**config.mk**
```make
export PLATFORM = sky130hd
export DESIGN_NAME = rv_core
export DESIGN_NICKNAME = d
export VERILOG_FILES = /design/src/logic/rv_pkg.sv /design/src/logic/rv_core.sv /design/src/logic/mem_wb_stage.sv /design/src/logic/execute_stage.sv /design/src/logic/hazard_ctrl.sv /design/src/logic/decode_stage.sv /design/src/logic/regfile.sv /design/src/logic/fetch_stage.sv
export SDC_FILE = /design/constraint.sdc
export NUM_CORES = 2
export LEC_CHECK = 0
export BUFFER_PORTS_ARGS = -buffer_cell sky130_fd_sc_hd__clkbuf_2
export CORE_ASPECT_RATIO = 1.2
export CORE_UTILIZATION = 45
export CTS_CLUSTER_SIZE = 28
export DETAILED_ROUTE_END_ITERATION = 8
export PLACE_DENSITY_LB_ADDON = 0.25
export SLEW_MARGIN = 20
export SYNTH_ARGS = -nofsm -noshare
export SYNTH_HDL_FRONTEND = slang
export SYNTH_SLANG_ARGS = --single-unit
```
**constraint.sdc**
```tcl
create_clock -name clk -period 4.3 [get_ports clk]
set_clock_uncertainty 0.2 [all_clocks]
set_input_delay 0.645 -clock clk [delete_from_list [all_inputs] [get_ports clk]]
set_output_delay 0.645 -clock clk [all_outputs]
set_load 0.01 [all_outputs]
```
**src/logic/rv_pkg.sv**
```systemverilog
package rv_pkg;

    localparam int XLEN = 32;

    typedef logic [XLEN-1:0] word_t;
    typedef logic [4:0]      reg_addr_t;

    typedef enum logic [3:0] {
        ALU_ADD,
        ALU_SUB,
        ALU_AND,
        ALU_OR,
        ALU_XOR,
        ALU_SLT,
        ALU_SLTU,
        ALU_SLL,
        ALU_SRL,
        ALU_SRA
    } alu_op_e;

    // major opcodes still decoded, anything else is a no-op
    typedef enum logic [6:0] {
        OP_LUI    = 7'b0110111,
        OP_AUIPC  = 7'b0010111,
        OP_JAL    = 7'b1101111,
        OP_JALR   = 7'b1100111,
        OP_BRANCH = 7'b1100011,
        OP_LOAD   = 7'b0000011,
        OP_STORE  = 7'b0100011,
        OP_IMM    = 7'b0010011,
        OP_REG    = 7'b0110011
    } opcode_e;

    typedef struct packed {
        logic      valid;
        word_t     pc;
        word_t     rs1;
        word_t     rs2;
        word_t     imm;
        reg_addr_t rd;
        logic      rd_we;
        alu_op_e   alu_op;
        logic      a_pc;
        logic      a_zero;
        logic      b_imm;
        logic      is_branch;
        logic      is_jal;
        logic      is_jalr;
        logic [2:0] funct3;
        logic      is_load;
        logic      is_store;
    } id_ex_t;

    typedef struct packed {
        logic      valid;
        word_t     pc;
        word_t     result;
        word_t     store_data;
        reg_addr_t rd;
        logic      rd_we;
        logic      is_load;
        logic      is_store;
    } ex_mem_t;

    typedef struct packed {
        logic      valid;
        reg_addr_t rd;
        logic      rd_we;
        logic      is_load;
        word_t     result;
    } mem_wb_t;

    typedef struct packed {
        logic      valid;
        reg_addr_t rd;
        word_t     data;
    } fwd_t;

    typedef struct packed {
        logic  taken;
        word_t target;
    } redirect_t;

endpackage
```
**src/logic/rv_core.sv**
```systemverilog
`timescale 1ns/1ps

module rv_core #(
    parameter rv_pkg::word_t RESET_PC = 32'h0000_0000
) (
    input  logic              clk,
    input  logic              rst_n,
    output logic              imem_req_o,
    output rv_pkg::word_t     imem_addr_o,
    input  rv_pkg::word_t     imem_rdata_i,
    output logic              dmem_re_o,
    output logic              dmem_we_o,
    output rv_pkg::word_t     dmem_addr_o,
    output rv_pkg::word_t     dmem_wdata_o,
    input  rv_pkg::word_t     dmem_rdata_i,
    output logic              wb_we_o,
    output rv_pkg::reg_addr_t wb_rd_o,
    output rv_pkg::word_t     wb_data_o
);

    rv_pkg::redirect_t redirect;
    rv_pkg::id_ex_t    id_ex;
    rv_pkg::ex_mem_t   ex_mem;
    rv_pkg::fwd_t      ex_fwd;
    rv_pkg::fwd_t      mem_fwd;
    rv_pkg::word_t     id_pc;
    rv_pkg::word_t     id_inst;
    rv_pkg::word_t     rf_rdata1;
    rv_pkg::word_t     rf_rdata2;
    rv_pkg::reg_addr_t rf_raddr1;
    rv_pkg::reg_addr_t rf_raddr2;
    logic              id_valid;
    logic              stall;
    logic              flush;
    logic              rs1_used;
    logic              rs2_used;

    fetch_stage #(
        .RESET_PC(RESET_PC)
    ) u_fetch (
        .clk(clk),
        .rst_n(rst_n),
        .stall_i(stall),
        .flush_i(flush),
        .redirect_i(redirect),
        .imem_rdata_i(imem_rdata_i),
        .imem_req_o(imem_req_o),
        .imem_addr_o(imem_addr_o),
        .id_valid_o(id_valid),
        .id_pc_o(id_pc),
        .id_inst_o(id_inst)
    );

    // retiring writes double as the probe
    regfile u_regfile (
        .clk(clk),
        .rst_n(rst_n),
        .raddr1_i(rf_raddr1),
        .raddr2_i(rf_raddr2),
        .we_i(wb_we_o),
        .waddr_i(wb_rd_o),
        .wdata_i(wb_data_o),
        .rdata1_o(rf_rdata1),
        .rdata2_o(rf_rdata2)
    );

    decode_stage u_decode (
        .clk(clk),
        .rst_n(rst_n),
        .valid_i(id_valid),
        .pc_i(id_pc),
        .inst_i(id_inst),
        .stall_i(stall),
        .flush_i(flush),
        .rf_rdata1_i(rf_rdata1),
        .rf_rdata2_i(rf_rdata2),
        .ex_fwd_i(ex_fwd),
        .mem_fwd_i(mem_fwd),
        .rf_raddr1_o(rf_raddr1),
        .rf_raddr2_o(rf_raddr2),
        .rs1_used_o(rs1_used),
        .rs2_used_o(rs2_used),
        .id_ex_o(id_ex)
    );

    hazard_ctrl u_hazard (
        .id_valid_i(id_valid),
        .rf_raddr1_i(rf_raddr1),
        .rf_raddr2_i(rf_raddr2),
        .rs1_used_i(rs1_used),
        .rs2_used_i(rs2_used),
        .id_ex_i(id_ex),
        .ex_mem_i(ex_mem),
        .redirect_i(redirect),
        .stall_o(stall),
        .flush_o(flush)
    );

    execute_stage u_execute (
        .clk(clk),
        .rst_n(rst_n),
        .id_ex_i(id_ex),
        .redirect_o(redirect),
        .ex_fwd_o(ex_fwd),
        .ex_mem_o(ex_mem)
    );

    mem_wb_stage u_mem_wb (
        .clk(clk),
        .rst_n(rst_n),
        .ex_mem_i(ex_mem),
        .dmem_rdata_i(dmem_rdata_i),
        .dmem_re_o(dmem_re_o),
        .dmem_we_o(dmem_we_o),
        .dmem_addr_o(dmem_addr_o),
        .dmem_wdata_o(dmem_wdata_o),
        .mem_fwd_o(mem_fwd),
        .rf_we_o(wb_we_o),
        .rf_waddr_o(wb_rd_o),
        .rf_wdata_o(wb_data_o)
    );

endmodule

```
**src/logic/mem_wb_stage.sv**
```systemverilog
`timescale 1ns/1ps

module mem_wb_stage (
    input  logic              clk,
    input  logic              rst_n,
    input  rv_pkg::ex_mem_t   ex_mem_i,
    input  rv_pkg::word_t     dmem_rdata_i,
    output logic              dmem_re_o,
    output logic              dmem_we_o,
    output rv_pkg::word_t     dmem_addr_o,
    output rv_pkg::word_t     dmem_wdata_o,
    output rv_pkg::fwd_t      mem_fwd_o,
    output logic              rf_we_o,
    output rv_pkg::reg_addr_t rf_waddr_o,
    output rv_pkg::word_t     rf_wdata_o
);

    rv_pkg::mem_wb_t mem_wb_q;

    assign dmem_re_o    = ex_mem_i.valid && ex_mem_i.is_load;
    assign dmem_we_o    = ex_mem_i.valid && ex_mem_i.is_store;
    assign dmem_addr_o  = ex_mem_i.result;
    assign dmem_wdata_o = ex_mem_i.store_data;

    assign mem_fwd_o.valid = ex_mem_i.valid && ex_mem_i.rd_we && !ex_mem_i.is_load;
    assign mem_fwd_o.rd    = ex_mem_i.rd;
    assign mem_fwd_o.data  = ex_mem_i.result;

    always_ff @(posedge clk or negedge rst_n) begin
        if (!rst_n) begin
            mem_wb_q <= '0;
        end else begin
            mem_wb_q.valid   <= ex_mem_i.valid;
            mem_wb_q.rd      <= ex_mem_i.rd;
            mem_wb_q.rd_we   <= ex_mem_i.rd_we;
            mem_wb_q.is_load <= ex_mem_i.is_load;
            mem_wb_q.result  <= ex_mem_i.result;
        end
    end

    // read data shows up the cycle after the MEM request
    assign rf_we_o    = mem_wb_q.valid && mem_wb_q.rd_we;
    assign rf_waddr_o = mem_wb_q.rd;
    assign rf_wdata_o = mem_wb_q.is_load ? dmem_rdata_i : mem_wb_q.result;

endmodule

```
**src/logic/execute_stage.sv**
```systemverilog
`timescale 1ns/1ps

module execute_stage (
    input  logic              clk,
    input  logic              rst_n,
    input  rv_pkg::id_ex_t    id_ex_i,
    output rv_pkg::redirect_t redirect_o,
    output rv_pkg::fwd_t      ex_fwd_o,
    output rv_pkg::ex_mem_t   ex_mem_o
);

    rv_pkg::word_t   op_a;
    rv_pkg::word_t   op_b;
    rv_pkg::word_t   alu_res;
    rv_pkg::word_t   result;
    rv_pkg::word_t   jalr_sum;
    logic [4:0]      shamt;
    logic            rs_eq;
    logic            rs_lt;
    logic            cond;
    logic            is_jump;
    rv_pkg::ex_mem_t ex_mem_q;

    assign op_a  = id_ex_i.a_zero ? '0 : (id_ex_i.a_pc ? id_ex_i.pc : id_ex_i.rs1);
    assign op_b  = id_ex_i.b_imm ? id_ex_i.imm : id_ex_i.rs2;
    assign shamt = op_b[4:0];

    always_comb begin
        case (id_ex_i.alu_op)
            rv_pkg::ALU_SUB:  alu_res = op_a - op_b;
            rv_pkg::ALU_AND:  alu_res = op_a & op_b;
            rv_pkg::ALU_OR:   alu_res = op_a | op_b;
            rv_pkg::ALU_XOR:  alu_res = op_a ^ op_b;
            rv_pkg::ALU_SLT:  alu_res = rv_pkg::word_t'($signed(op_a) < $signed(op_b));
            rv_pkg::ALU_SLTU: alu_res = rv_pkg::word_t'(op_a < op_b);
            rv_pkg::ALU_SLL:  alu_res = op_a << shamt;
            rv_pkg::ALU_SRL:  alu_res = op_a >> shamt;
            rv_pkg::ALU_SRA:  alu_res = $signed(op_a) >>> shamt;
            default:          alu_res = op_a + op_b;
        endcase
    end

    // branch compare works on the raw sources
    assign rs_eq = id_ex_i.rs1 == id_ex_i.rs2;
    assign rs_lt = $signed(id_ex_i.rs1) < $signed(id_ex_i.rs2);

    always_comb begin
        case (id_ex_i.funct3)
            3'b000:  cond = rs_eq;
            3'b001:  cond = !rs_eq;
            3'b100:  cond = rs_lt;
            3'b101:  cond = !rs_lt;
            default: cond = 1'b0;
        endcase
    end

    assign is_jump  = id_ex_i.is_jal || id_ex_i.is_jalr;
    assign jalr_sum = id_ex_i.rs1 + id_ex_i.imm;
    assign result   = is_jump ? id_ex_i.pc + 32'd4 : alu_res;

    assign redirect_o.taken  = id_ex_i.valid && ((id_ex_i.is_branch && cond) || is_jump);
    assign redirect_o.target = id_ex_i.is_jalr ? {jalr_sum[31:1], 1'b0}
                                               : id_ex_i.pc + id_ex_i.imm;

    // a load has no value yet
    assign ex_fwd_o.valid = id_ex_i.valid && id_ex_i.rd_we && !id_ex_i.is_load;
    assign ex_fwd_o.rd    = id_ex_i.rd;
    assign ex_fwd_o.data  = result;

    always_ff @(posedge clk or negedge rst_n) begin
        if (!rst_n) begin
            ex_mem_q <= '0;
        end else begin
            ex_mem_q.valid      <= id_ex_i.valid;
            ex_mem_q.pc         <= id_ex_i.pc;
            ex_mem_q.result     <= result;
            ex_mem_q.store_data <= id_ex_i.rs2;
            ex_mem_q.rd         <= id_ex_i.rd;
            ex_mem_q.rd_we      <= id_ex_i.rd_we;
            ex_mem_q.is_load    <= id_ex_i.is_load;
            ex_mem_q.is_store   <= id_ex_i.is_store;
        end
    end

    assign ex_mem_o = ex_mem_q;

endmodule

```
**src/logic/hazard_ctrl.sv**
```systemverilog
`timescale 1ns/1ps

module hazard_ctrl (
    input  logic              id_valid_i,
    input  rv_pkg::reg_addr_t rf_raddr1_i,
    input  rv_pkg::reg_addr_t rf_raddr2_i,
    input  logic              rs1_used_i,
    input  logic              rs2_used_i,
    input  rv_pkg::id_ex_t    id_ex_i,
    input  rv_pkg::ex_mem_t   ex_mem_i,
    input  rv_pkg::redirect_t redirect_i,
    output logic              stall_o,
    output logic              flush_o
);

    logic ex_hit;
    logic mem_hit;

    function automatic logic reads_rd(input logic used1, input rv_pkg::reg_addr_t addr1,
                                      input logic used2, input rv_pkg::reg_addr_t addr2,
                                      input rv_pkg::reg_addr_t rd);
        return (used1 && addr1 == rd) || (used2 && addr2 == rd);
    endfunction

    // load data only lands in WB, so a load still in MEM blocks too
    assign ex_hit  = id_ex_i.valid && id_ex_i.is_load && id_ex_i.rd_we
                     && reads_rd(rs1_used_i, rf_raddr1_i, rs2_used_i, rf_raddr2_i, id_ex_i.rd);
    assign mem_hit = ex_mem_i.valid && ex_mem_i.is_load && ex_mem_i.rd_we
                     && reads_rd(rs1_used_i, rf_raddr1_i, rs2_used_i, rf_raddr2_i, ex_mem_i.rd);

    assign flush_o = redirect_i.taken;
    assign stall_o = id_valid_i && (ex_hit || mem_hit) && !redirect_i.taken;

endmodule

```
**src/logic/decode_stage.sv**
```systemverilog
`timescale 1ns/1ps

module decode_stage (
    input  logic              clk,
    input  logic              rst_n,
    input  logic              valid_i,
    input  rv_pkg::word_t     pc_i,
    input  rv_pkg::word_t     inst_i,
    input  logic              stall_i,
    input  logic              flush_i,
    input  rv_pkg::word_t     rf_rdata1_i,
    input  rv_pkg::word_t     rf_rdata2_i,
    input  rv_pkg::fwd_t      ex_fwd_i,
    input  rv_pkg::fwd_t      mem_fwd_i,
    output rv_pkg::reg_addr_t rf_raddr1_o,
    output rv_pkg::reg_addr_t rf_raddr2_o,
    output logic              rs1_used_o,
    output logic              rs2_used_o,
    output rv_pkg::id_ex_t    id_ex_o
);

    rv_pkg::opcode_e opcode;
    rv_pkg::word_t   imm_i;
    rv_pkg::word_t   imm_s;
    rv_pkg::word_t   imm_b;
    rv_pkg::word_t   imm_u;
    rv_pkg::word_t   imm_j;
    rv_pkg::id_ex_t  dec;
    rv_pkg::id_ex_t  id_ex_q;
    logic            wr;

    assign opcode      = rv_pkg::opcode_e'(inst_i[6:0]);
    assign rf_raddr1_o = inst_i[19:15];
    assign rf_raddr2_o = inst_i[24:20];

    assign imm_i = {{20{inst_i[31]}}, inst_i[31:20]};
    assign imm_s = {{20{inst_i[31]}}, inst_i[31:25], inst_i[11:7]};
    assign imm_b = {{19{inst_i[31]}}, inst_i[31], inst_i[7], inst_i[30:25], inst_i[11:8], 1'b0};
    assign imm_u = {inst_i[31:12], 12'b0};
    assign imm_j = {{11{inst_i[31]}}, inst_i[31], inst_i[19:12], inst_i[20], inst_i[30:21], 1'b0};

    // sub only exists in the register form
    function automatic rv_pkg::alu_op_e alu_decode(input logic [2:0] f3, input logic alt,
                                                   input logic is_reg);
        case (f3)
            3'b000:  return (is_reg && alt) ? rv_pkg::ALU_SUB : rv_pkg::ALU_ADD;
            3'b001:  return rv_pkg::ALU_SLL;
            3'b010:  return rv_pkg::ALU_SLT;
            3'b011:  return rv_pkg::ALU_SLTU;
            3'b100:  return rv_pkg::ALU_XOR;
            3'b101:  return alt ? rv_pkg::ALU_SRA : rv_pkg::ALU_SRL;
            3'b110:  return rv_pkg::ALU_OR;
            default: return rv_pkg::ALU_AND;
        endcase
    endfunction

    // EX beats MEM beats the register file
    function automatic rv_pkg::word_t operand(input rv_pkg::reg_addr_t addr,
                                              input rv_pkg::word_t rf_data);
        if (ex_fwd_i.valid && ex_fwd_i.rd == addr) begin
            return ex_fwd_i.data;
        end
        if (mem_fwd_i.valid && mem_fwd_i.rd == addr) begin
            return mem_fwd_i.data;
        end
        return rf_data;
    endfunction

    always_comb begin
        dec        = '0;
        wr         = 1'b0;
        rs1_used_o = 1'b0;
        rs2_used_o = 1'b0;
        dec.valid  = valid_i;
        dec.pc     = pc_i;
        dec.rd     = inst_i[11:7];
        dec.funct3 = inst_i[14:12];
        dec.alu_op = rv_pkg::ALU_ADD;
        case (opcode)
            rv_pkg::OP_LUI: begin
                wr = 1'b1;
                dec.a_zero = 1'b1;
                dec.b_imm  = 1'b1;
                dec.imm    = imm_u;
            end
            rv_pkg::OP_AUIPC: begin
                wr = 1'b1;
                dec.a_pc  = 1'b1;
                dec.b_imm = 1'b1;
                dec.imm   = imm_u;
            end
            rv_pkg::OP_JAL: begin
                wr = 1'b1;
                dec.is_jal = 1'b1;
                dec.imm    = imm_j;
            end
            rv_pkg::OP_JALR: begin
                wr = 1'b1;
                rs1_used_o  = 1'b1;
                dec.is_jalr = 1'b1;
                dec.imm     = imm_i;
            end
            rv_pkg::OP_BRANCH: begin
                rs1_used_o    = 1'b1;
                rs2_used_o    = 1'b1;
                dec.is_branch = 1'b1;
                dec.imm       = imm_b;
            end
            rv_pkg::OP_LOAD: begin
                wr = 1'b1;
                rs1_used_o  = 1'b1;
                dec.is_load = 1'b1;
                dec.b_imm   = 1'b1;
                dec.imm     = imm_i;
            end
            rv_pkg::OP_STORE: begin
                rs1_used_o   = 1'b1;
                rs2_used_o   = 1'b1;
                dec.is_store = 1'b1;
                dec.b_imm    = 1'b1;
                dec.imm      = imm_s;
            end
            rv_pkg::OP_IMM: begin
                wr = 1'b1;
                rs1_used_o = 1'b1;
                dec.b_imm  = 1'b1;
                dec.imm    = imm_i;
                dec.alu_op = alu_decode(inst_i[14:12], inst_i[30], 1'b0);
            end
            rv_pkg::OP_REG: begin
                wr = 1'b1;
                rs1_used_o = 1'b1;
                rs2_used_o = 1'b1;
                dec.alu_op = alu_decode(inst_i[14:12], inst_i[30], 1'b1);
            end
            default: begin
                wr = 1'b0;
            end
        endcase
        // writes to x0 are dropped here
        dec.rd_we = wr && (dec.rd != '0);
        dec.rs1   = operand(rf_raddr1_o, rf_rdata1_i);
        dec.rs2   = operand(rf_raddr2_o, rf_rdata2_i);
    end

    always_ff @(posedge clk or negedge rst_n) begin
        if (!rst_n) begin
            id_ex_q <= '0;
        end else begin
            id_ex_q <= dec;
            if (stall_i || flush_i) begin
                id_ex_q.valid <= 1'b0;
            end
        end
    end

    assign id_ex_o = id_ex_q;

endmodule

```
**src/logic/regfile.sv**
```systemverilog
`timescale 1ns/1ps

module regfile (
    input  logic              clk,
    input  logic              rst_n,
    input  rv_pkg::reg_addr_t raddr1_i,
    input  rv_pkg::reg_addr_t raddr2_i,
    input  logic              we_i,
    input  rv_pkg::reg_addr_t waddr_i,
    input  rv_pkg::word_t     wdata_i,
    output rv_pkg::word_t     rdata1_o,
    output rv_pkg::word_t     rdata2_o
);

    rv_pkg::word_t regs [31:1];

    always_ff @(posedge clk or negedge rst_n) begin
        if (!rst_n) begin
            for (int i = 1; i < 32; i++) begin
                regs[i] <= '0;
            end
        end else if (we_i && waddr_i != '0) begin
            regs[waddr_i] <= wdata_i;
        end
    end

    // x0 reads zero, same-cycle write is passed through
    assign rdata1_o = (raddr1_i == '0) ? '0
                    : (we_i && waddr_i == raddr1_i) ? wdata_i : regs[raddr1_i];
    assign rdata2_o = (raddr2_i == '0) ? '0
                    : (we_i && waddr_i == raddr2_i) ? wdata_i : regs[raddr2_i];

endmodule

```
**src/logic/fetch_stage.sv**
```systemverilog
`timescale 1ns/1ps

module fetch_stage #(
    parameter rv_pkg::word_t RESET_PC = '0
) (
    input  logic              clk,
    input  logic              rst_n,
    input  logic              stall_i,
    input  logic              flush_i,
    input  rv_pkg::redirect_t redirect_i,
    input  rv_pkg::word_t     imem_rdata_i,
    output logic              imem_req_o,
    output rv_pkg::word_t     imem_addr_o,
    output logic              id_valid_o,
    output rv_pkg::word_t     id_pc_o,
    output rv_pkg::word_t     id_inst_o
);

    rv_pkg::word_t pc_q;
    rv_pkg::word_t id_pc_q;
    rv_pkg::word_t hold_q;
    logic          run_q;
    logic          id_valid_q;
    logic          use_hold_q;

    // first request goes out one edge after reset release
    assign imem_req_o  = run_q;
    assign imem_addr_o = pc_q;

    always_ff @(posedge clk or negedge rst_n) begin
        if (!rst_n) begin
            run_q      <= 1'b0;
            pc_q       <= RESET_PC;
            id_valid_q <= 1'b0;
            use_hold_q <= 1'b0;
        end else begin
            run_q      <= 1'b1;
            use_hold_q <= stall_i && !flush_i;
            if (redirect_i.taken) begin
                pc_q <= redirect_i.target;
            end else if (run_q && !stall_i) begin
                pc_q <= pc_q + 32'd4;
            end
            if (flush_i) begin
                id_valid_q <= 1'b0;
            end else if (!stall_i) begin
                id_valid_q <= run_q;
            end
        end
    end

    // memory has moved on during a stall, keep the word ID is looking at
    always_ff @(posedge clk) begin
        if (!stall_i) begin
            id_pc_q <= pc_q;
        end
        if (stall_i) begin
            hold_q <= id_inst_o;
        end
    end

    assign id_valid_o = id_valid_q;
    assign id_pc_o    = id_pc_q;
    assign id_inst_o  = use_hold_q ? hold_q : imem_rdata_i;

endmodule

```
After elaboration in Yosys (flattened, before gate mapping)
Cells that the tools add are included.

Equality and inequality tests: 39. $add $sub $neg: 6. Bitwise operators: 3. Magnitude comparators: 7. Shifts and indexed selects: 3. Multiplexer cells: 56. Reductions and logical operators: 56.

Operators by type and width (count): $bwmux 992 (1); $mux 32 (24); $bmux 32 s5 (2); $pmux 32 s9 (1); $demux 32 s5 (1); $pmux 32 s5 (1); $add 32x32->32 (3); $lt 32x32->1 (3); $add 32x3->32 const B (2); $pmux 4 s7 (2); $eq 5x5->1 (10); $and 32x32->32 (1); $eq 32x32->1 (1); $or 32x32->32 (1); $shl 32x5->32 (1); $shr 32x5->32 (1); $sshr 32x5->32 (1); $sub 32x32->32 (1); $xor 32x32->32 (1); $logic_and 1x1->1 (31); $mux 1 (22); $eq 7x6->1 const B (3); $eq 7x7->1 const B (3); $lt 5x6->1 const B (3); other kinds (24) (50).

Register bits: 1354. Logic and storage cells: 236.

Longest topological paths before layout
Depth after elaboration: 14. Gate-level depth with buffers: 18. Gate-level depth less buffers: 15.

Hierarchy
From an unflattened synthesis, not the netlist that was laid out.

Cells, all modules: 7267. Area total of the unflattened synthesis: 84114.4 µm².

Modules (own cells, without submodules): regfile (cells an instance 3748, times used 1, area an instance 53704.0 µm², seq. area each 24823.8 µm²); execute_stage (cells an instance 2340, times used 1, area an instance 16883.7 µm², seq. area each 2627.5 µm²); decode_stage (cells an instance 637, times used 1, area an instance 6602.6 µm², seq. area each 3753.6 µm²); fetch_stage (cells an instance 322, times used 1, area an instance 4289.1 µm², seq. area each 2797.7 µm²); mem_wb_stage (cells an instance 186, times used 1, area an instance 2368.5 µm², seq. area each 1001.0 µm²); hazard_ctrl (cells an instance 34, times used 1, area an instance 266.5 µm², seq. area each 0.0 µm²).

Least setup slack after synthesis
Ideal clock, no wire load.

Path type: register to register. From: reg u_decode.id_ex_q, in the netlist u_decode.id_ex_o[8]. To: reg u_decode.id_ex_q, in the netlist u_decode.id_ex_o[100]. Arrival: 4.394 ns. Buffers on the path: 5. Path slack: -0.426 ns. Clock period less this slack: 4.726 ns. Stages on the path, launching flop included: 18. Cell sequence: dfrtp_1 buf_6 mux2i_1 clkbuf_1 buf_2 buf_2 ha_1 clkbuf_1 a21oi_1 a21boi_0 o211ai_1 a21boi_0 a221o_1 a21o_1 or4_1 o32a_1 a31oi_1 o21ai_0.

RTL lines: start: declaration (RTL line decode_stage.sv:29) `rv_pkg::id_ex_t id_ex_q;`.

==> results by group <==
Die
  • Core area: 0.181 sq mm
  • Die H: 470 microns
  • I/O pin cnt: 203
  • Die area: 0.185 sq mm
  • # rows: 171
  • Initial Util: 45.4%
  • Die X: 392 microns

Timing
  • Period utilization: 103%
  • Max-slew headroom: 18.4%
  • Setup tns final: -0.350 ns
  • Clock period minus worst slack: 4.43 ns
  • Final Setup Violations: 6
  • Fmax achieved: 0.226 GHz
  • RSZ-0062 raised after global routing: yes
  • Setup WS post-layout: -0.129 ns
  • Slew Limit Fails: 0
  • Worst-Margin Slew: 1.22 ns
  • Final hold vios: 0

Place
  • GPL Wtd Cong: 1.12
  • PortBufs: 202
  • Post-DP HPWL: 299000 microns

Pwr
  • P per Cell Area: 441 mW/mm^2
  • Sequential group share of total power: 35.7%
  • Leakage power: 46.4 nW
  • Clock power frac: 30.7%
  • Sw Ratio: 39.4%
  • Total power draw: 0.0438 W
  • Peak supply drop: 347 uV
  • Combinational power share: 33.6%
  • NetSw: 0.0173 W
  • Int Power: 0.0266 W

Logic synthesis
  • Mapped Nets: 10800
  • Netlist cell types: 90
  • EDFF count, synth: 64
  • Top_reg_cell synth: dfrtp_1
  • Synthesized flop and latch total: 1354
  • Syn avg cell area: 7.78 sq um
  • Ys async rst share: 95.3%
  • Mapped Area: 0.0823 sq mm
  • Yosys warns: 0
  • Register area share after synthesis: 41.6%
  • Syn Inst Count: 10600

Clock tree
  • Clock transition at path regs: 0.07 ns
  • CTS tree: done
  • H-tree level count: 4
  • Num CTS Buffers: 148
  • Clock buffer depth: 3
  • Clock latency on the worst-skew pair: 0.85 ns
  • Clock Sinks: 1354
  • CTS root buf: clkbuf_16

Final layout
  • Post-layout nets: 11400
  • Most frequent cells in the layout: nand2_1 (2499), dfrtp_1 (1282), nand3_1 (1010), a21oi_1 (973), buf_4 (973)
  • Util after Layout: 54.8%
  • Share of cells above drive strength 1: 16.9%
  • Most common cell after layout, fill and taps aside: nand2_1
  • Synth-to-Final Area Change: 20.7%

Global route
  • Initial antenna violation count: 37
  • First-pass GRT wire length: 600000 microns
  • All-Layer GR Usage: 45.4%
  • Global route overflow: 0
  • Largest net degree at the start of global routing: 119
  • Vias in the first global route: 81900

Drt
  • Routed vias/inst: 6.38
  • Via Count: 87200
  • WL/cell: 31.1 microns
  • Drt first pass iters: 8
  • Antenna Nets Post-Route: 0
  • DRC Markers: 0
  • Final WL: 425000 microns
  • Detailed Route Iter0 Violations: 11200

Critical path
  • Worst Setup End Kind: register
  • Required time of the critical path: 4.74 ns
  • CP arrival: 4.87 ns
  • Crit path launch type: register
  • Worst-path fanout max: 11
  • Crit Path Category: reg2reg

Status
  • Status: finished, violations left
  • Failing checks: negative setup slack

Hold path
  • Hold crit path type: in2reg

Run
  • Maxcap violations: 0
-- power by group through the flow --
stage	registers, W	clock network [W]	logic, W
after floorplan	0.0150	0	0.00682
after global placement	0.0157	0	0.0137
after detailed placement	0.0158	0	0.0137
after CTS	0.0155	0.0136	0.0139
after global routing	0.0157	0.0140	0.0153
final	0.0157	0.0135	0.0147
-- stage by stage --
step	instance area [sq um]	cells	hold WS (ns)	setup slack, ns
3_5_place_dp	92800	13300	0.136	-0.785
5_1_grt	99300	13600	0.0135	-0.0520
4_1_cts	98300	13600	0.000412	-0.0733
2_1_floorplan	82300	10600	0.131	-0.000838
3_3_place_gp	92800	13300	0.134	-0.771
6_report	99300	13700	0.0362	-0.129
-- state kept, by name, indices dropped and copies added (netlist names) --
signal,cells
u_fetch.hold_q,32
u_fetch.use_hold_q,1
u_execute.ex_mem_o,73
u_decode.id_ex_o,150
u_fetch.imem_req_o,1
u_fetch.id_valid_o,1
u_fetch.imem_addr_o,32
u_regfile.regs,992
u_mem_wb.mem_wb_q,35
u_mem_wb.rf_waddr_o,5
u_fetch.id_pc_o,32
-- repair_timing --
item / CTS / global route
endpoints found under the setup margin: 60 / 62
setup buffers: 1 / 37
gates resized for setup: 58 / 147
endpoints found under the hold margin: 75 / 0
hold buffers: 11 / 0
cloned: 0 / 5
pin swaps: 1 / 38
-- Yosys cell counts, types with 22 or more instances --
cell,count,area (sq um)
o21ai_0,676,3380
a221oi_1,26,228
o311ai_0,22,193
a21o_1,59,443
nor3_1,71,355
inv_1,230,863
xnor2_1,98,858
nor2_1,941,3530
buf_2,47,235
clkbuf_1,741,2780
o21a_1,26,195
a22oi_1,32,240
edfxtp_1,64,1920
mux2i_1,200,2000
and3_1,138,863
o22ai_1,28,175
mux4_2,56,1260
o211ai_1,51,383
nand2_1,2514,9440
a31oi_1,82,513
xor2_1,55,482
nand3_1,1013,5070
dfrtp_1,1290,32300
a211oi_1,123,923
and2_1,22,138
buf_1,98,368
buf_4,71,533
a311oi_1,214,1870
nand4_1,28,175
nor4_1,22,138
a21oi_1,990,4950
ha_1,192,2400
-- critical path: stages, from the launching register on --
cell and delay [ns]:
dfrtp_1 1.13, buf_4 0.29, buf_4 0.23, or3_1 0.48
o21ai_0 0.23, nor3_1 0.47, buf_4 0.20, o21ai_0 0.07
a31oi_1 0.56, or3_1 0.25, o21ai_1 0.08
-- routing by layer --
layer  GRT usage [%]  up-vias  wire (microns)
li1                -    37700               -
met1            55.3    42100          154000
met2            68.0     5879          184000
met3            13.2     1543           48400
met4            33.2       20           38100
met5               0        -             134
-- area by class of cell --
cell class,instances,area [sq um]
fill,17000,81900
inverter,240,938
timing repair buffer,1334,11300
tap,2422,3030
clock inverter,56,785
antenna,24,60.1
sequential,1354,34200
multi-input combinational,8016,44700
clock buffer,214,4310
-- cell families after synthesis --
logic type,count (synthesis),synth area share (%)
AOI/OAI and AO/OA,2525,18.5
xor gates and xnor gates,153,1.63
adders and majority gates,196,3.02
buffers and inverters,1204,5.95
DFF,1354,41.6
muxes,281,4.40
other,1,0.00456
and+or+nand+nor,4860,24.9
-- worst paths after layout --
path                            slack [ns]                      startpoint  cells after the start                               to
max in group asynchronous             2.43                           rst_n                      4  u_regfile.regs[758]$_DFFE_PN0P_
worst max register to register       -0.13  u_decode.id_ex_o[11]$_DFF_PN0_                     10   u_decode.id_ex_o[86]$_DFF_PN0_
worst max-delay path                 -0.13  u_decode.id_ex_o[11]$_DFF_PN0_                     10   u_decode.id_ex_o[86]$_DFF_PN0_
min in group asynchronous             0.28                           rst_n                      2  u_regfile.regs[827]$_DFFE_PN0P_
worst min-delay path                  0.04                imem_rdata_i[27]                      3     u_fetch.hold_q[27]$_DFFE_PP_
worst min register to register        0.15   u_fetch.id_pc_o[16]$_DFFE_PN_                      0  u_decode.id_ex_o[133]$_DFF_PN0_
Note: power is estimated with default switching activity, not from simulation.
